[src/verilog/proc_macros.svh]
/*
 * Processor sizing macros
 * Data path width, register file geometry and data RAM depth
 */
`ifndef PROC_MACROS_SVH
`define PROC_MACROS_SVH

// Data and instruction word width
`define PROC_DATA_W 16

// Register file
`define PROC_REG_NUM 8
`define PROC_REG_AW 3

// Data RAM words indexed by the low address bits
`define PROC_DMEM_DEPTH 256

`endif
[src/verilog/fetch.sv]
/*
 * Fetch stage
 * Program counter and the IF/ID register, with stall and redirect
 */
`timescale 1ns/100ps
`include "proc_macros.svh"

module fetch (
   input  logic                    clk,
   input  logic                    rst_n_i,
   input  logic                    stall_i,
   input  logic                    redirect_i,
   input  logic [`PROC_DATA_W-1:0] target_i,
   output logic [`PROC_DATA_W-1:0] imem_addr_o,
   input  logic [`PROC_DATA_W-1:0] imem_data_i,
   output logic [`PROC_DATA_W-1:0] inst_o,
   output logic [`PROC_DATA_W-1:0] pc_next_o
);

   logic [`PROC_DATA_W-1:0] pc_q;
   logic [`PROC_DATA_W-1:0] pc_inc;

   assign pc_inc      = pc_q + 1'b1;
   assign imem_addr_o = pc_q;

   // Redirect wins over stall and squashes the fetched word
   always_ff @(posedge clk or negedge rst_n_i) begin
      if (!rst_n_i) begin
         pc_q      <= '0;
         inst_o    <= '0;
         pc_next_o <= '0;
      end else if (redirect_i) begin
         pc_q      <= target_i;
         inst_o    <= '0;
         pc_next_o <= '0;
      end else if (!stall_i) begin
         pc_q      <= pc_inc;
         inst_o    <= imem_data_i;
         pc_next_o <= pc_inc;
      end
   end

endmodule

[config.mk]
export PLATFORM = sky130hd
export DESIGN_NAME = fetch
export DESIGN_NICKNAME = d
export VERILOG_FILES = /design/src/verilog/fetch.sv
export VERILOG_INCLUDE_DIRS = /design/src /design/src/verilog
export SDC_FILE = /design/constraint.sdc
export NUM_CORES = 1
export LEC_CHECK = 0
export CORE_UTILIZATION = 45
export CTS_CLUSTER_SIZE = 30
export DETAILED_ROUTE_END_ITERATION = 16
export DONT_BUFFER_PORTS = 1
export GPL_TIMING_DRIVEN = 0
export SLEW_MARGIN = 40
export SYNTH_ARGS = -nofsm -noshare
export SYNTH_HDL_FRONTEND = slang
export SYNTH_SLANG_ARGS = --single-unit
[constraint.sdc]
create_clock -name clk -period 2.2 [get_ports clk]
set_input_delay 0.44 -clock clk [delete_from_list [all_inputs] [get_ports clk]]
set_output_delay 0.44 -clock clk [all_outputs]
set_load 0.1 [all_outputs]
==> qor.txt <==
CTS tree: done
Fmax achieved: 480 MHz
PwrDens: 902 nW/um^2
Final Hold Fails: 0
crit path DAT: 2270 ps
gr usage total: 20.1%
DRC viols: 0
clk buf depth: 2
CTS H-tree depth: 2
FF+latch count, synth: 48
via count: 1757
WS Path Type: flip-flop to flip-flop
RSZ-0062 raised after global routing: false
fin crit period: 2080 ps
number of global-route vias before repair: 1836
crit start category: flip-flop
clock-pin slew on the worst setup and hold paths: 100 ps
main flop type after synthesis: dfrtp_1
I/O pin total: 84
dpl hpwl: 3850 um
DR iter-0 viols: 70
worst reg2reg path depth: 5
Setup Fix Bufs, Post-CTS: 0
cts bufs inserted: 5
Pleak: 0.00118 uW
chip width: 77.1 um
Synth area leader: dfrtp_1
row count: 26
R2R Path Start: imem_addr_o[0]$_DFFE_PN0P_
top cell type's share of synthesized area: 47.4%
routed wire length: 5450 um
Seq/Total Area, Yosys: 47.4%
Layout area overhead: 13.9%
total power: 2600 uW
type of the most critical hold path: input port to flip-flop
Die Area: 5940 um^2
CTS sink cnt: 48
Critical Path RT: 2390 ps
Synth Instances: 249
synth top area cells: dfrtp_1 47%, mux2i_1 7.1%, xnor2_1 5.5%
final setup fails: 0
wire per inst: 16.5 um
drt pass-1 iters: 4
Final Cycle Share: 94.7%
Post-synth EDFFs: 0
Netlist cell types: 36
largest net degree at the start of global routing: 49
port bufs: 0
origin of the worst setup path: imem_addr_o[0]$_DFFE_PN0P_
via density per instance: 5.31
routability cong.: 0.776
antenna violations before repair: 0
fin nets: 297
chip height: 77.1 um
most numerous cell in the Yosys netlist: dfrtp_1
final worst clock skew: 10.8 ps
status: finished, final reports clean
Routed Antenna Nets: 0
worst slew pin tran: 890 ps
overflow left after global routing: 0
Synthesized Nets: 286
Worst R2R End: imem_addr_o[14]$_DFFE_PN0P_
first-pass GRT wire length: 9310 um
Cell Area, Synth: 2530 um^2
Root Buffer: clkbuf_8
crit path max fanout: 10
crit path capture: imem_addr_o[14]$_DFFE_PN0P_
Rel. slew slack: 40.7%
Antenna Cells: 0
Post-synth ARST share: 100%
Initial Util: 48.1%
max cap viols: 0
crit end category: flip-flop
Warnings, synthesis: 0
core area: 5270 um^2
Max rail drop VDD: 373 uV
Mapped Avg Cell Area: 10.2 um^2
layout cells sized above 1: 30.7%
reg-to-reg slack, setup: 120 ps
max-slew violations: 0
Worst-Skew Late Latency: 300 ps
Final TNS setup: 0 ps
Post-synth top cells: 48 x dfrtp_1, 27 x nor2_1, 21 x nand2_1, 18 x mux2i_1, 16 x xnor2_1
layout by cell type (no fill, tap or decap), types with 2 or more instances in the layout:
cell type,n
a21o_1,2
a21oi_1,14
buf_2,5
buf_4,3
bufinv_16,2
clkbuf_1,9
clkbuf_8,5
dfrtp_1,4
dfrtp_2,42
dfrtp_4,2
inv_1,12
mux2i_1,18
nand2_1,21
nand3_1,2
nand4_1,2
nand4_4,3
nor2_1,27
nor2b_1,2
nor3_1,7
nor4_1,2
nor4_2,6
o21a_1,9
o21ai_0,12
o21ai_1,4
or3_1,2
xnor2_1,16
xor2_1,11
registers in the layout, summed over array words and instances, names as in the netlist:
register     cells
imem_addr_o     16
inst_o          16
pc_next_o       16
critical path, cell delays in order (launching register included):
cell	delay, ps
dfrtp_4	690
ha_1	350
nand4_4	210
nor4_2	340
xor2_1	100
mux2_2	280
layer usage:
layer	track usage, %	part of all wire, %
met4	5.09	1.0
met1	27.1	46
met2	30.7	45
met5	0	0
met3	7.26	7.8
through the flow:
stage	utilization (%)	setup slack (ps)	hold slack [ps]	area, um^2	instances
after detailed placement	50.2	-61.7	145	2650	319
after global routing	54.8	10.4	238	2890	331
final	54.8	117	251	2890	331
after floorplan	-	13.0	144	2540	249
after global placement	49.8	-115	145	2630	319
after CTS	53.7	102	247	2830	329
worst min path at each step:
stage           startpoint  slack (ps)  depth (start not counted)                          to
2_1_floorplan      rst_n_i         140                          0  imem_addr_o[0]$_DFFE_PN0P_
3_3_place_gp       rst_n_i         150                          0      inst_o[15]$_DFFE_PN0P_
5_1_grt        target_i[5]         240                          2  imem_addr_o[5]$_DFFE_PN0P_
3_5_place_dp       rst_n_i         150                          0      inst_o[15]$_DFFE_PN0P_
4_1_cts        target_i[5]         250                          2  imem_addr_o[5]$_DFFE_PN0P_
6_report       target_i[0]         250                          2  imem_addr_o[0]$_DFFE_PN0P_
kinds of logic after synthesis:
kind of cell / count (synthesis) / synth area share [%]
muxes: 19 / 7.55
buffers and inverters: 31 / 5.63
DFF: 48 / 47.4
and+or+nand+nor: 80 / 19.7
AOI/OAI and AO/OA: 43 / 9.87
adders and majority gates: 1 / 0.494
xor gates and xnor gates: 27 / 9.33
final cells by class:
cell class	count	area [um^2]
flip-flops and latches	48	1260
multi-input cells	170	1190
fillers	497	2380
repair buffers	4	66.3
well taps	70	87.6
clock buffers	5	68.8
inverters	12	45.0
plain buffers	19	97.6
clock inverters	3	68.8
report_power, final:
part | internal [uW] | switching [uW] | leakage [uW]
combinational | 123 | 175 | 0.000548
clock | 458 | 311 | 0.0000687
sequential | 954 | 581 | 0.000559
total | 1530 | 1070 | 0.00118
repair_timing:
action / CTS / global route
hold buffers: 2 / 0
gates resized for setup: 4 / 0
endpoints found under the hold margin: 48 / 0
setup endpoints to repair: 4 / 0
No activity file was read; power rests on OpenSTA's default activity.
