File: src/verilog/proc_macros.svh
/*
 * Processor sizing macros
 * Data path width, register file geometry and data RAM depth
 */
`ifndef PROC_MACROS_SVH
`define PROC_MACROS_SVH

// Data and instruction word width
`define PROC_DATA_W 16

// Register file
`define PROC_REG_NUM 8
`define PROC_REG_AW 3

// Data RAM words indexed by the low address bits
`define PROC_DMEM_DEPTH 256

`endif
File: src/verilog/proc_pkg.sv
/*
 * Processor package with the opcode encoding and instruction field positions.
 * ST stores register rd. BEQZ tests rs and, when taken, jumps to the
 * branch PC plus one plus imm6. PCs count words.
 */
package proc_pkg;

   typedef enum logic [3:0] {
      OP_NOP  = 4'd0,
      OP_ADD  = 4'd1,
      OP_SUB  = 4'd2,
      OP_AND  = 4'd3,
      OP_XOR  = 4'd4,
      OP_ADDI = 4'd5,
      OP_LD   = 4'd6,
      OP_ST   = 4'd7,
      OP_BEQZ = 4'd8,
      OP_HALT = 4'd9
   } opcode_e;

   // Field bit positions
   localparam int OPC_HI = 15;
   localparam int OPC_LO = 12;
   localparam int RD_HI  = 11;
   localparam int RD_LO  = 9;
   localparam int RS_HI  = 8;
   localparam int RS_LO  = 6;
   localparam int RT_HI  = 5;
   localparam int RT_LO  = 3;
   localparam int IMM_HI = 5;
   localparam int IMM_LO = 0;

   // Opcodes that write register rd
   function automatic logic op_writes_reg(input opcode_e op);
      return (op == OP_ADD) || (op == OP_SUB) || (op == OP_AND) ||
             (op == OP_XOR) || (op == OP_ADDI) || (op == OP_LD);
   endfunction

endpackage

File: src/verilog/decode.sv
/*
 * Decode stage
 * Register file with write bypass, hazard stall, BEQZ resolution,
 * HALT and illegal opcode trap, and the ID/EX register
 */
`timescale 1ns/100ps
`include "proc_macros.svh"

module decode (
   input  logic                    clk,
   input  logic                    rst_n_i,
   input  logic [`PROC_DATA_W-1:0] inst_i,
   input  logic [`PROC_DATA_W-1:0] pc_next_i,
   input  logic                    wb_en_i,
   input  logic [`PROC_REG_AW-1:0] wb_reg_i,
   input  logic [`PROC_DATA_W-1:0] wb_data_i,
   input  proc_pkg::opcode_e       mem_op_i,
   input  logic [`PROC_REG_AW-1:0] mem_rd_i,
   output logic                    stall_o,
   output logic                    redirect_o,
   output logic [`PROC_DATA_W-1:0] target_o,
   output logic                    err_o,
   output proc_pkg::opcode_e       ex_op_o,
   output logic [`PROC_REG_AW-1:0] ex_rd_o,
   output logic [`PROC_DATA_W-1:0] ex_a_o,
   output logic [`PROC_DATA_W-1:0] ex_b_o,
   output logic [`PROC_DATA_W-1:0] ex_imm_o
);

   import proc_pkg::*;

   logic [`PROC_DATA_W-1:0] rf_q [`PROC_REG_NUM];

   logic [3:0]              op_raw;
   opcode_e                 op;
   logic [`PROC_REG_AW-1:0] rd;
   logic [`PROC_REG_AW-1:0] rs;
   logic [`PROC_REG_AW-1:0] rt;
   logic [`PROC_DATA_W-1:0] imm_ext;
   logic [`PROC_DATA_W-1:0] rs_val;
   logic [`PROC_DATA_W-1:0] rt_val;
   logic [`PROC_DATA_W-1:0] rd_val;
   logic                    uses_rs;
   logic                    uses_rt;
   logic                    uses_rd;
   logic                    ex_wr;
   logic                    mem_wr;
   logic                    rs_busy;
   logic                    rt_busy;
   logic                    rd_busy;
   logic                    hazard;
   logic                    illegal;
   logic                    stop_q;

   // Field split
   assign op_raw  = inst_i[OPC_HI:OPC_LO];
   assign op      = opcode_e'(op_raw);
   assign rd      = inst_i[RD_HI:RD_LO];
   assign rs      = inst_i[RS_HI:RS_LO];
   assign rt      = inst_i[RT_HI:RT_LO];
   assign imm_ext = {{(`PROC_DATA_W-IMM_HI-1){inst_i[IMM_HI]}}, inst_i[IMM_HI:IMM_LO]};
   assign illegal = (op_raw > OP_HALT) && !stop_q;

   // Reads see a write landing in the same cycle
   assign rs_val = (wb_en_i && wb_reg_i == rs) ? wb_data_i : rf_q[rs];
   assign rt_val = (wb_en_i && wb_reg_i == rt) ? wb_data_i : rf_q[rt];
   assign rd_val = (wb_en_i && wb_reg_i == rd) ? wb_data_i : rf_q[rd];

   // Source registers read by each opcode
   always_comb begin
      uses_rs = 1'b0;
      uses_rt = 1'b0;
      uses_rd = 1'b0;
      case (op)
         OP_ADD, OP_SUB, OP_AND, OP_XOR: begin
            uses_rs = 1'b1;
            uses_rt = 1'b1;
         end
         OP_ADDI, OP_LD, OP_BEQZ: uses_rs = 1'b1;
         OP_ST: begin
            uses_rs = 1'b1;
            uses_rd = 1'b1;
         end
         default: ;
      endcase
   end

   // Pending writers in ID/EX and EX/MEM
   assign ex_wr   = op_writes_reg(ex_op_o);
   assign mem_wr  = op_writes_reg(mem_op_i);
   assign rs_busy = (ex_wr && ex_rd_o == rs) || (mem_wr && mem_rd_i == rs);
   assign rt_busy = (ex_wr && ex_rd_o == rt) || (mem_wr && mem_rd_i == rt);
   assign rd_busy = (ex_wr && ex_rd_o == rd) || (mem_wr && mem_rd_i == rd);
   assign hazard  = (uses_rs && rs_busy) || (uses_rt && rt_busy) || (uses_rd && rd_busy);

   assign stall_o    = hazard || stop_q;
   assign redirect_o = (op == OP_BEQZ) && !stall_o && (rs_val == '0);
   assign target_o   = pc_next_i + imm_ext;

   always_ff @(posedge clk or negedge rst_n_i) begin
      if (!rst_n_i) begin
         for (int i = 0; i < `PROC_REG_NUM; i++) begin
            rf_q[i] <= '0;
         end
      end else if (wb_en_i) begin
         rf_q[wb_reg_i] <= wb_data_i;
      end
   end

   // Sticky stop on HALT or a bad opcode
   always_ff @(posedge clk or negedge rst_n_i) begin
      if (!rst_n_i) begin
         stop_q <= 1'b0;
         err_o  <= 1'b0;
      end else begin
         if ((op == OP_HALT && !stop_q) || illegal) begin
            stop_q <= 1'b1;
         end
         if (illegal) begin
            err_o <= 1'b1;
         end
      end
   end

   // ID/EX takes a bubble on stall or trap
   always_ff @(posedge clk or negedge rst_n_i) begin
      if (!rst_n_i) begin
         ex_op_o  <= OP_NOP;
         ex_rd_o  <= '0;
         ex_a_o   <= '0;
         ex_b_o   <= '0;
         ex_imm_o <= '0;
      end else if (stall_o || illegal) begin
         ex_op_o <= OP_NOP;
         ex_rd_o <= '0;
      end else begin
         ex_op_o  <= op;
         ex_rd_o  <= rd;
         ex_a_o   <= rs_val;
         ex_b_o   <= (op == OP_ST) ? rd_val : rt_val;
         ex_imm_o <= imm_ext;
      end
   end

endmodule

File: config.mk
export PLATFORM = sky130hd
export DESIGN_NAME = decode
export DESIGN_NICKNAME = d
export VERILOG_FILES = /design/src/verilog/proc_pkg.sv /design/src/verilog/decode.sv
export VERILOG_INCLUDE_DIRS = /design/src /design/src/verilog
export SDC_FILE = /design/constraint.sdc
export NUM_CORES = 1
export LEC_CHECK = 0
export BUFFER_PORTS_ARGS = -buffer_cell sky130_fd_sc_hd__clkbuf_2
export CAP_MARGIN = 20
export CELL_PAD_IN_SITES_DETAIL_PLACEMENT = 0
export CELL_PAD_IN_SITES_GLOBAL_PLACEMENT = 2
export CORE_ASPECT_RATIO = 0.9
export CORE_MARGIN = 1.5
export CORE_UTILIZATION = 30
export CTS_CLUSTER_SIZE = 28
export DETAILED_ROUTE_END_ITERATION = 8
export GPL_TIMING_DRIVEN = 0
export PLACE_DENSITY = 0.64
export SETUP_SLACK_MARGIN = 0.4
export SYNTH_ARGS = -nofsm -noshare
export SYNTH_HDL_FRONTEND = slang
export SYNTH_SLANG_ARGS = --single-unit
File: constraint.sdc
create_clock -name clk -period 7.5 [get_ports clk]
set_input_delay 0.75 -clock clk [delete_from_list [all_inputs] [get_ports clk]]
set_output_delay 0.75 -clock clk [all_outputs]
set_load 0.005 [all_outputs]
==> qor.csv <==
metric;value;unit
outcome;finished clean;
final_antenna_net_count;0;
area_growth;17.2;%
nFillCells;3575;
io_buffer_count;114;
yosys_most_used_dff;dfrtp_1;
synth-compound-area-share;5.17;%
cts_resized;0;
cts_buffer_depth;2;
cts_sinks;175;
drv_slew;0;
core_region_area;36300;µm²
synth_edf_count;0;
die_y;185;µm
start_kind;input port;
multi_input_area;6190;µm²
ys_seq_elements;175;
async_flop_share;100;%
layout.nets;1042;
regToRegSetupSlack;4690;ps
rows;66;
rr_worst_depth;10;
synth_largest_area_cell;dfrtp_1;
dp_hpwl;24500;µm
power.density;244;nW/µm²
postCtsSetupBuffers;0;
clk_latency;460;ps
syn_area;11100;µm²
synthesis.nets;902;
cts_root_buf;clkbuf_16;
finalSetupViolations;0;
yosys.area.top_type_share;39.6;%
crit_path_end_kind;output pin;
fin_crit;5010;ps
total_power;3.16;mW
crit_cells;10;
initial_core_util;30.5;%
syn_area_per_cell;13.4;µm²
fp.dieW;205;µm
max_stage_delay;650;ps
synth_top_family_by_area;multiplexers;
drc;0;
wl_per_cell;24.9;µm
clk_pin_slew;70;ps
r2r-start;ex_op_o[2];
critical_path_class;in -> out;
hold_class;in -> async;
cts_buffers;17;
grt_start_max_net_pins;102;
crit_chain;buf_2, clkbuf_1, clkbuf_1, mux4_2, mux2i_1, a21oi_1, nor4_1, nand2_1, nor3_1, clkbuf_2;
grt_pass1_wl;53500;µm
gp_congestion;0.756;
grt_pass1_vias;7889;
postLayoutCellArea;13000;µm²
ys_warn_count;0;
r2r_end;ex_b_o[4];
crit_family;buffers and inverters;
synth.area.top_cells;dfrtp_1, mux4_2, mux2_2;
cts_hold_buf;0;
clock_skew;16.0;ps
finalCritPeriodShare;66.8;%
utilization;35.7;%
ys_types;49;
crit_slowest_cell;clkbuf_1;
placed_area;12300;µm²
max_freq;0.200;GHz
cp.buffers_inverters;4;
maxCapViolCount;0;
synth_xor_area_share;3.17;%
cp.arrival;4260;ps
synth_adder_area_share;1.88;%
slew_headroom;21.2;%
register_area;4380;µm²
max_slew.worst_pin.slew;1180;ps
firstDrtPassIters;7;
die-area;38000;µm²
synthSimpleGateAreaFrac;4.81;%
htreeDepth;4;
path_max_fanout;10;
pre_cts_slack;2590;ps
peakVddDrop;169;µV
yosys-top-cells-count;dfrtp_1, mux2_2, mux4_2;
seq_area_frac_synth;39.6;%
crit_required;6750;ps
antenna_cells;0;
pin_count;135;
setup_tns;0;ps
synthMuxAreaShare;40.8;%
track_usage;19.7;%
grt_setup_unrepaired;false;
dr_total_vias;7724;
cpMostUsedCell;clkbuf_1;
grt_overflow_total;0;
finalWorstSetupSlack;2490;ps
wl;36200;µm
viasPerCell;5.31;
synth_most_common_cell;dfrtp_1;
antenna_found_initial;0;
leakagePower;5.71;nW
cts_tree;yes;
drive_gt1_share;46.8;%
finalHoldViolations;0;
synthCells;825;
dr.first_iter.drc_count;593;
metrics by stage:
stage,cells,hold WS [ps]
3_3_place_gp,1415,459
6_report,1454,417
4_1_cts,1453,449
3_5_place_dp,1421,470
5_1_grt,1454,487
2_1_floorplan,825,454
worst register-to-register path: cells and delay by family, from the launching register on:
family	cells	cell delay, ps
buf+inv	3	590
simple gates	5	1040
mux	1	320
flops	1	390
compound gates	1	350
cell type report:
cell class	count	area share (%)
plain buffers	77	3.29
clock buffers	18	3.31
clock inverters	14	1.56
inverters	19	0.551
multi-input cells	554	47.8
flip-flops and latches	175	33.8
well taps	476	4.60
repair buffers	121	5.11
state kept, by name, indices dropped and copies added, names as in the netlist:
name and count:
rf_q 128, ex_a_o 16, ex_b_o 16, ex_imm_o 6
ex_op_o 4, ex_rd_o 3, err_o 1, stop_q 1
layer usage:
metal  vias up  track usage, %  share of wire [%]
met5         -               0                  0
met2       218            30.1                 45
met1      4044            28.5                 49
met4         0            5.58                2.0
met3        42            3.40                4.7
li1       3420               -                  -
worst max-delay path by stage:
stage               slack (ps)          end      start
floorplan                 3960   redirect_o  inst_i[6]
global placement          2130  ex_imm_o[5]    rst_n_i
detailed placement        2590   redirect_o  inst_i[7]
CTS                       2580   redirect_o  inst_i[7]
global route              2380   redirect_o  inst_i[7]
finish                    2490   redirect_o  inst_i[7]
cell families after synthesis:
logic type	count (synthesis)
muxes	301
AOI/OAI and AO/OA	87
buffers and inverters	96
xor gates and xnor gates	40
and+or+nand+nor	110
DFF	175
adders and majority gates	16
where the power goes:
group | switching (mW) | leakage (nW) | internal (mW) | total [mW]
registers | 0.161 | 2.16 | 1.13 | 1.29
clock network | 0.427 | 0.312 | 0.565 | 0.992
logic | 0.358 | 3.23 | 0.518 | 0.876
cell usage in the layout, fill, tap and decap left out, drive strengths merged, types with 10 or more instances in the layout:
cell type and n:
nand4 10, a21o 13, mux4 96, clkbuf 163, o221ai 15, mux2 162, mux2i 43, o21ai 15
xnor2 33, nor3 16, ha 15, nand2 35, dfrtp 175, a21oi 25, inv 24, nor2 24
buf 53
(Power assumes the default switching activity.)
