--- src/verilog/proc_macros.svh ---
/*
 * Processor sizing macros
 * Data path width, register file geometry and data RAM depth
 */
`ifndef PROC_MACROS_SVH
`define PROC_MACROS_SVH

// Data and instruction word width
`define PROC_DATA_W 16

// Register file
`define PROC_REG_NUM 8
`define PROC_REG_AW 3

// Data RAM words indexed by the low address bits
`define PROC_DMEM_DEPTH 256

`endif
--- src/verilog/proc_pkg.sv ---
/*
 * Processor package with the opcode encoding and instruction field positions.
 * ST stores register rd. BEQZ tests rs and, when taken, jumps to the
 * branch PC plus one plus imm6. PCs count words.
 */
package proc_pkg;

   typedef enum logic [3:0] {
      OP_NOP  = 4'd0,
      OP_ADD  = 4'd1,
      OP_SUB  = 4'd2,
      OP_AND  = 4'd3,
      OP_XOR  = 4'd4,
      OP_ADDI = 4'd5,
      OP_LD   = 4'd6,
      OP_ST   = 4'd7,
      OP_BEQZ = 4'd8,
      OP_HALT = 4'd9
   } opcode_e;

   // Field bit positions
   localparam int OPC_HI = 15;
   localparam int OPC_LO = 12;
   localparam int RD_HI  = 11;
   localparam int RD_LO  = 9;
   localparam int RS_HI  = 8;
   localparam int RS_LO  = 6;
   localparam int RT_HI  = 5;
   localparam int RT_LO  = 3;
   localparam int IMM_HI = 5;
   localparam int IMM_LO = 0;

   // Opcodes that write register rd
   function automatic logic op_writes_reg(input opcode_e op);
      return (op == OP_ADD) || (op == OP_SUB) || (op == OP_AND) ||
             (op == OP_XOR) || (op == OP_ADDI) || (op == OP_LD);
   endfunction

endpackage

--- src/verilog/execute.sv ---
/*
 * Execute stage
 * ALU and address adder chosen by opcode, feeding the EX/MEM register
 */
`timescale 1ns/100ps
`include "proc_macros.svh"

module execute (
   input  logic                    clk,
   input  logic                    rst_n_i,
   input  proc_pkg::opcode_e       ex_op_i,
   input  logic [`PROC_REG_AW-1:0] ex_rd_i,
   input  logic [`PROC_DATA_W-1:0] ex_a_i,
   input  logic [`PROC_DATA_W-1:0] ex_b_i,
   input  logic [`PROC_DATA_W-1:0] ex_imm_i,
   output proc_pkg::opcode_e       mem_op_o,
   output logic [`PROC_REG_AW-1:0] mem_rd_o,
   output logic [`PROC_DATA_W-1:0] mem_alu_o,
   output logic [`PROC_DATA_W-1:0] mem_store_o
);

   import proc_pkg::*;

   logic [`PROC_DATA_W-1:0] addr_sum;
   logic [`PROC_DATA_W-1:0] result;

   // Base plus offset for ADDI and memory ops
   assign addr_sum = ex_a_i + ex_imm_i;

   always_comb begin
      case (ex_op_i)
         OP_ADD:               result = ex_a_i + ex_b_i;
         OP_SUB:               result = ex_a_i - ex_b_i;
         OP_AND:               result = ex_a_i & ex_b_i;
         OP_XOR:               result = ex_a_i ^ ex_b_i;
         OP_ADDI, OP_LD, OP_ST: result = addr_sum;
         default:              result = '0;
      endcase
   end

   always_ff @(posedge clk or negedge rst_n_i) begin
      if (!rst_n_i) begin
         mem_op_o    <= OP_NOP;
         mem_rd_o    <= '0;
         mem_alu_o   <= '0;
         mem_store_o <= '0;
      end else begin
         mem_op_o    <= ex_op_i;
         mem_rd_o    <= ex_rd_i;
         mem_alu_o   <= result;
         mem_store_o <= ex_b_i;
      end
   end

endmodule

--- config.mk ---
export PLATFORM = sky130hd
export DESIGN_NAME = execute
export DESIGN_NICKNAME = d
export VERILOG_FILES = /design/src/verilog/proc_pkg.sv /design/src/verilog/execute.sv
export VERILOG_INCLUDE_DIRS = /design/src /design/src/verilog
export SDC_FILE = /design/constraint.sdc
export NUM_CORES = 1
export LEC_CHECK = 0
export ABC_AREA = 1
export BUFFER_PORTS_ARGS = -buffer_cell sky130_fd_sc_hd__buf_2
export CORE_MARGIN = 2
export CORE_UTILIZATION = 50
export DETAILED_ROUTE_END_ITERATION = 8
export PLACE_DENSITY = 0.85
export SLEW_MARGIN = 20
export SYNTH_ARGS = -nofsm -noshare
export SYNTH_HDL_FRONTEND = slang
export SYNTH_SLANG_ARGS = --single-unit
--- constraint.sdc ---
create_clock -name clk -period 0.8 [get_ports clk]
set_clock_uncertainty 0.1 [all_clocks]
set_input_delay 0.04 -clock clk [delete_from_list [all_inputs] [get_ports clk]]
set_output_delay 0.04 -clock clk [all_outputs]
set_load 0.02 [all_outputs]
==> results.toml, run 1 <==
[run_status]
status = "did not finish"
stop_stage = "5_1_grt"
error = "[ERROR DPL-0038] Utilization greater than 100%, impossible to legalize"

[synth]
synth_seq_cells = 39
synth_edf_count = 0
ys.flop_type = "dfrtp_1"
syn_area_um2 = 3008
synthArstFlopShare = 1.000
avgSynthCellArea_um2 = 7.464
ys_types = 37
synth_cells = 403
synthesis.nets = 497
ys_seq_area_frac = 0.3245
synth_warnings = 0

[clocking]
cts_root_buffer = "clkbuf_8"
clkSinkCount = 39
cts_inserted_buffers = 5
ctsLongestPathBuffers = 2
h-tree-depth = 2

[die]
die_w_um = 81.56
initial_core_util = 0.5141
pin_count = 96
die_h_um = 81.56
row_count = 28

[sta]
endpoint_type = "sequential cell input"
worstEndpointGrtRepair = "mem_alu_o[13]$_DFF_PN0_/D"

[global_route]
grt_max_degree = 40

[placement]
postPlaceCellArea_um2 = 4437
dp.final_hpwl_um = 7974
place.gp.congestion = 0.9840
numPortBuffers = 95
post-place-ws_ps = -1830
-- timing repair --
action	4_1_cts
hold buffers	20
pin swaps	37
setup buffers	22
gates resized for setup	164
setup endpoints to repair	55
endpoints found under the hold margin	61
-- logic make-up after synthesis --
logic type / after synthesis / synth area share
simple gates: 193 / 0.2858
compound gates: 76 / 0.1585
buf+inv: 58 / 0.07488
flops: 39 / 0.3245
fa+ha+maj: 37 / 0.1564
-- synth_stat cells, types with 4 or more instances --
master       n  share of area
a21oi_1     34          0.057
a22o_1       4          0.012
a22oi_1      6          0.015
a2bb2oi_1    5          0.015
dfrtp_1     39           0.32
ha_1        36           0.15
inv_1       45          0.056
inv_2        7         0.0087
nand2_1    102           0.13
nand3_1     42          0.070
nor2_1      25          0.031
nor2_4       4          0.015
o21ai_0      9          0.015
o21ai_1      5         0.0083
or2_2        6          0.012
-- per-stage QoR --
| stage | std cells | util |
|---|---|---|
| CTS | 712 | 0.9459 |
| floorplan | 403 | - |
| detailed placement | 663 | 0.7583 |
| global placement | 663 | 0.7583 |
==> run 2: changes to the inputs <==
--- a/config.mk
+++ b/config.mk
@@ -9,9 +9,9 @@
 export ABC_AREA = 1
 export BUFFER_PORTS_ARGS = -buffer_cell sky130_fd_sc_hd__buf_2
 export CORE_MARGIN = 2
-export CORE_UTILIZATION = 50
+export CORE_UTILIZATION = 35
 export DETAILED_ROUTE_END_ITERATION = 8
-export PLACE_DENSITY = 0.85
+export PLACE_DENSITY_LB_ADDON = 0.15
 export SLEW_MARGIN = 20
 export SYNTH_ARGS = -nofsm -noshare
 export SYNTH_HDL_FRONTEND = slang
==> results.toml, run 2 <==
[run_status]
status = "finished with violations"
violations = "hold timing, setup timing"

[power_and_ir_drop]
internal_power_uw = 4850
power_leakage_uw = 0.003092
p_sw_frac = 0.3791
power.share.clock = 0.179
combinationalPowerShare = 0.537
peakVddDrop_uv = 776.8
p_switching_uw = 2962
power_frac_seq = 0.284
power.density_nw_per_um2 = 1256
total_power_uw = 7812

[critical_path]
crit_required_ps = 890
crit_fanout = 4
crit_type = "in2reg"
cp-start-kind = "input port"
critPathCaptureType = "register"
arrival_ps = 2420

[detailed_routing]
drtIter0Drc = 161
vias_per_cell = 5.302
drc = 0
vias = 4077
wire_per_inst_um = 17.28
antenna_left = 0
first_pass_iters = 7
wirelength_um = 13290

[placement]
place.gp.congestion = 0.9343
dp.final_hpwl_um = 7894
numPortBuffers = 95
postPlaceCellArea_um2 = 4504
dp.cells = 692
post-place-ws_ps = -1865

[layout]
fin_util = 0.7532
ff_latch_area_um2 = 975.9
final_cells = 769
finish.instance_area_um2 = 6220
reg_top3 = "mem_alu_o x16, mem_store_o x16, mem_op_o x4"
fill_cells = 543
layout_common_cells = "buf_4, nand2_1, buf_6"
final_nets = 757
final_common_cell = "buf_4"
area_delta_synth_final_pct = 106.8
antenna_cells = 0
final_layout_size_suffix_gt1_frac = 0.5858
multi_input_comb_area_um2 = 2517

[clocking]
cts_inserted_buffers = 5
clkSinkCount = 39
cts_tree = "done"
ctsLongestPathBuffers = 2
cts_root_buffer = "clkbuf_8"
path_clk_slew_ps = 70
h-tree-depth = 2

[die]
design.die.area_um2 = 9352
die_h_um = 96.71
initial_core_util = 0.3642
die_w_um = 96.71
row_count = 33
pin_count = 96
coreArea_um2 = 8258

[synth]
synth_seq_cells = 39
yosysTopAreaCellShare = 0.3245
ys_top_cells_by_count = "nand2_1, inv_1, nand3_1"
synth_cells = 403
ys_seq_area_frac = 0.3245
synth_edf_count = 0
yosysMostFrequentCell = "nand2_1"
avgSynthCellArea_um2 = 7.464
ys.flop_type = "dfrtp_1"
ys_types = 37
synth_area_leaders = "dfrtp_1, ha_1, nand2_1, nand3_1, a21oi_1"
synthesis.nets = 497
synthArstFlopShare = 1.000
synth_area_leader_cell = "dfrtp_1"
synth_warnings = 0
syn_area_um2 = 3008

[sta]
setup_viol = 56
drv_slew = 0
tightest_slew_ps = 318.1
period_share = 2.906
rsz0062_at_grt = "yes"
layout_setup_ws_ps = -1525
max_slew_margin = 0.7879
hold_slack_ps = -14.90
fmax_ghz = 0.4301
hold_violations = 1
fin_crit_ps = 2325

[global_route]
grt_pass1_wl_um = 19040
track_usage = 0.2486
grt_pass1_vias = 3975
antenna_found_initial = 0
gr-total-overflow = 0
grt_max_degree = 40

[hold_path]
whs_path_depth = 2
worstHoldStart = "ex_op_i[2]"
hold_end = "mem_op_o[2]"
hp-class = "in2reg"

[run]
cap_violations = 0
## run 2: cell counts after synthesis
Identical to the previous run, type by type.
## run 2: worst max-delay path by stage
| stage | from | endpoint | slack (ps) |
|---|---|---|---|
| after floorplan | ex_b_i[1] | mem_alu_o[10] | -1410 |
| after global placement | ex_b_i[1] | mem_alu_o[13] | -1800 |
| final | ex_b_i[1] | mem_alu_o[15] | -1520 |
| after CTS | ex_b_i[0] | mem_alu_o[15] | -1430 |
| after detailed placement | ex_b_i[1] | mem_alu_o[13] | -1870 |
| after global routing | ex_b_i[1] | mem_alu_o[15] | -1650 |
## run 2: what timing repair did
item | 4_1_cts | 5_1_grt
gates cloned | 0 | 1
pin swaps | 79 | 77
endpoints found under the setup margin | 55 | 59
setup buffers | 33 | 20
hold buffers | 23 | 1
resized for setup | 201 | 74
endpoints found under the hold margin | 62 | 2
## run 2: metrics by stage
stage	hold WS (ps)	TNS, ps
floorplan	-355.6	-17920
global placement	-73.58	-24400
detailed placement	-71.55	-24910
CTS	-31.50	-23580
global route	-8.869	-27350
finish	-14.90	-24900
## run 2: worst max-delay path, stage by stage
cell and delay (ps):
buf_12 110, inv_12 50, ha_4 140, nand3_4 70, nor2_4 130, nand2_2 80, nor2_4 170, buf_6 130
nand4_1 80, nand2_1 90, nand3_2 100, a21boi_2 190, ha_4 250, a21oi_4 150, nor2_2 60, nor2b_1 110
nand2_1 70, a21oi_2 180, nand3_1 100, nand3_1 70, nand2_1 40
## run 2: power by group through the flow
stage	combinational, uW	clock (uW)	sequential [uW]
2_1_floorplan	1190	0	2440
4_1_cts	3630	1430	2210
5_1_grt	4460	1510	2230
3_5_place_dp	2690	0	2210
6_report	4200	1400	2220
3_3_place_gp	2650	0	2210
## run 2: area by class of cell
type,count,share of cell area
well taps,105,0.02112
flip-flops and latches,39,0.1569
multi-input cells,306,0.4047
inverters,52,0.03701
clock buffers,7,0.01227
clock inverters,1,0.0008047
repair buffers,259,0.3671
## run 2: cells by family (layout without fill, tap and decap cells)
group | Yosys count | in the layout | synth area share
fa+ha+maj | 37 | 37 | 0.1564
compound gates | 76 | 76 | 0.1585
flops | 39 | 39 | 0.3245
simple gates | 193 | 193 | 0.2858
buf+inv | 58 | 319 | 0.07488
## run 2: layer usage
| layer | wire (um) | GRT usage | vias up |
|---|---|---|---|
| met5 | 0 | 0 | - |
| met4 | 320 | 0.07801 | 0 |
| met3 | 982 | 0.03974 | 37 |
| met2 | 6542 | 0.4199 | 208 |
| met1 | 5444 | 0.3261 | 1960 |
| li1 | - | - | 1872 |
(Power assumes the default switching activity.)
==> run 3: changes to the inputs <==
--- a/config.mk
+++ b/config.mk
@@ -12,7 +12,7 @@
 export CORE_UTILIZATION = 35
 export DETAILED_ROUTE_END_ITERATION = 8
 export PLACE_DENSITY_LB_ADDON = 0.15
-export SLEW_MARGIN = 20
+export SLEW_MARGIN = 30
 export SYNTH_ARGS = -nofsm -noshare
 export SYNTH_HDL_FRONTEND = slang
 export SYNTH_SLANG_ARGS = --single-unit
==> constraint.sdc (replaced) <==
create_clock -name clk -period 0.8 [get_ports clk]
set_clock_uncertainty 0.1 [all_clocks]
set_input_delay 0.16 -clock clk [delete_from_list [all_inputs] [get_ports clk]]
set_output_delay 0.16 -clock clk [all_outputs]
set_load 0.02 [all_outputs]
==> results.toml, run 3 (synthesis results as in run 2) <==
[run_status]
status = "finished with violations"
violations = "hold timing, setup timing"

[sta]
layout_setup_ws_ps = -1645
max_slew_margin = 0.8009
fmax_ghz = 0.4091
drv_slew = 0
timing.setup.tns_ps = -31180
tightest_slew_ps = 298.7
fin_crit_ps = 2445
hold_violations = 2
setup_viol = 55
period_share = 3.056
rsz0062_at_grt = "yes"
hold_slack_ps = -17.72

[critical_path]
crit_fanout = 4
path_cells = "buf_12, inv_12, ha_4, nand3_4, nor2_4, nand2_2, nor2_4, buf_6, nand4_1, nand2_1, nand3_1, a21boi_2, ha_4, a21oi_4, nor2_1, nor2b_1, nand2_1, a21oi_2, nand3_1, nand3_1, nand2_1"
cp-startpoint = "ex_b_i[1]"
crit_type = "in2reg"
cpPeakStageDelay_ps = 250
crit_required_ps = 890
arrival_ps = 2540
crit_slowest_cell = "ha_4"
critPathCaptureType = "register"
cp-start-kind = "input port"

[layout]
final_common_cell = "buf_4"
antenna_cells = 0
fill_cells = 617
layout_common_cells = "buf_4, nand2_1, buf_6"
final_nets = 730
final_layout_size_suffix_gt1_frac = 0.5510
reg_top3 = "mem_alu_o x16, mem_store_o x16, mem_op_o x4"
area_delta_synth_final_pct = 93.18

[power_and_ir_drop]
peakVddDrop_uv = 1208
power_frac_seq = 0.281
p_switching_uw = 2801
power.share.clock = 0.231
p_sw_frac = 0.3551
combinationalPowerShare = 0.488
power_leakage_uw = 0.002908
internal_power_uw = 5087
power.density_nw_per_um2 = 1358

[detailed_routing]
antenna_left = 0
wire_per_inst_um = 15.72
drtIter0Drc = 155
vias_per_cell = 5.057
first_pass_iters = 5
vias = 3752
drc = 0
wirelength_um = 11670

[die]
initial_core_util = 0.3642
design.die.area_um2 = 9352
die_h_um = 96.71
die_w_um = 96.71
coreArea_um2 = 8258
row_count = 33
pin_count = 96

[hold_path]
worstHoldStart = "ex_b_i[0]"
hp-class = "in2reg"

[global_route]
antenna_found_initial = 0
gr-total-overflow = 0
grt_pass1_wl_um = 18020
grt_pass1_vias = 3736
grt_max_degree = 40
track_usage = 0.2349

[clocking]
path_clk_slew_ps = 80
cts_root_buffer = "clkbuf_8"
clkSinkCount = 39
cts_inserted_buffers = 5
cts_hold_buf = 7
ctsLongestPathBuffers = 2
h-tree-depth = 2
cts_tree = "done"

[run]
cap_violations = 0

[placement]
post-place-ws_ps = -2012
numPortBuffers = 95
dp.final_hpwl_um = 7909
place.gp.congestion = 0.9344
-- run 3: cell types whose count changed in the layout (fill, tap and decap cells not counted), sizes merged --
cell          before  now
buf              235  225
clkbuf             8    6
bufinv             0    1
dlymetal6s4s       3    1
dlygate4sd3       20    6
-- run 3: routing by layer --
metal	vias up	wire [um]	track usage
met1	1761	5054	0.3128
met3	27	698	0.04046
li1	1814	-	-
met4	0	259	0.08017
met5	-	0	0
met2	150	5655	0.3862
-- run 3: worst paths after layout --
check | endpoint | slack [ps] | depth (start not counted)
max | mem_alu_o[15] | -1640 | 21
min | mem_store_o[0] | -20 | 2
max in group asynchronous | mem_alu_o[14] | 130 | 3
min in group asynchronous | mem_alu_o[9] | 240 | 3
-- run 3: worst max-delay path, delay by kind of cell --
family,cells,cell delay (ps)
adder cells (fa/ha/maj),2,390
buffers and inverters,3,270
AND/OR/NAND/NOR,13,1180
AO/OA/AOI/OAI,3,530
-- run 3: cell type report --
cell class,count,area (um^2),share of cell area
Sequential cell,39,975.9,0.1680
Tap cell,105,131.4,0.02261
Clock buffer,6,82.58,0.01421
Multi-Input combinational cell,306,2376,0.4089
Inverter,52,230.2,0.03962
Timing Repair Buffer,232,1979,0.3407
Clock inverter,2,35.03,0.006029
-- run 3: through the flow --
step | hold slack (ps) | cell area [um^2] | utilization | power (uW) | std cells
finish | -17.72 | 5811 | 0.7036 | 7888 | 742
global route | -20.06 | 5811 | 0.7036 | 8359 | 742
CTS | -23.12 | 5404 | 0.6544 | 7411 | 727
detailed placement | 48.44 | 4504 | 0.5455 | 4895 | 692
global placement | 46.43 | 4504 | 0.5455 | 4854 | 692
floorplan | -235.6 | 3136 | - | 3626 | 403
-- run 3: power by group through the flow --
stage	logic (uW)	clock network, uW	registers (uW)
after floorplan	1190	0	2440
after global placement	2650	0	2210
after detailed placement	2690	0	2210
after CTS	3340	1860	2210
after global routing	4160	1980	2230
final	3850	1820	2210
-- run 3: what timing repair did --
item,CTS,global route
endpoints found under the setup margin,55,55
pin swaps,58,67
hold endpoints to repair,48,3
buffers inserted,22,16
resized for setup,166,56
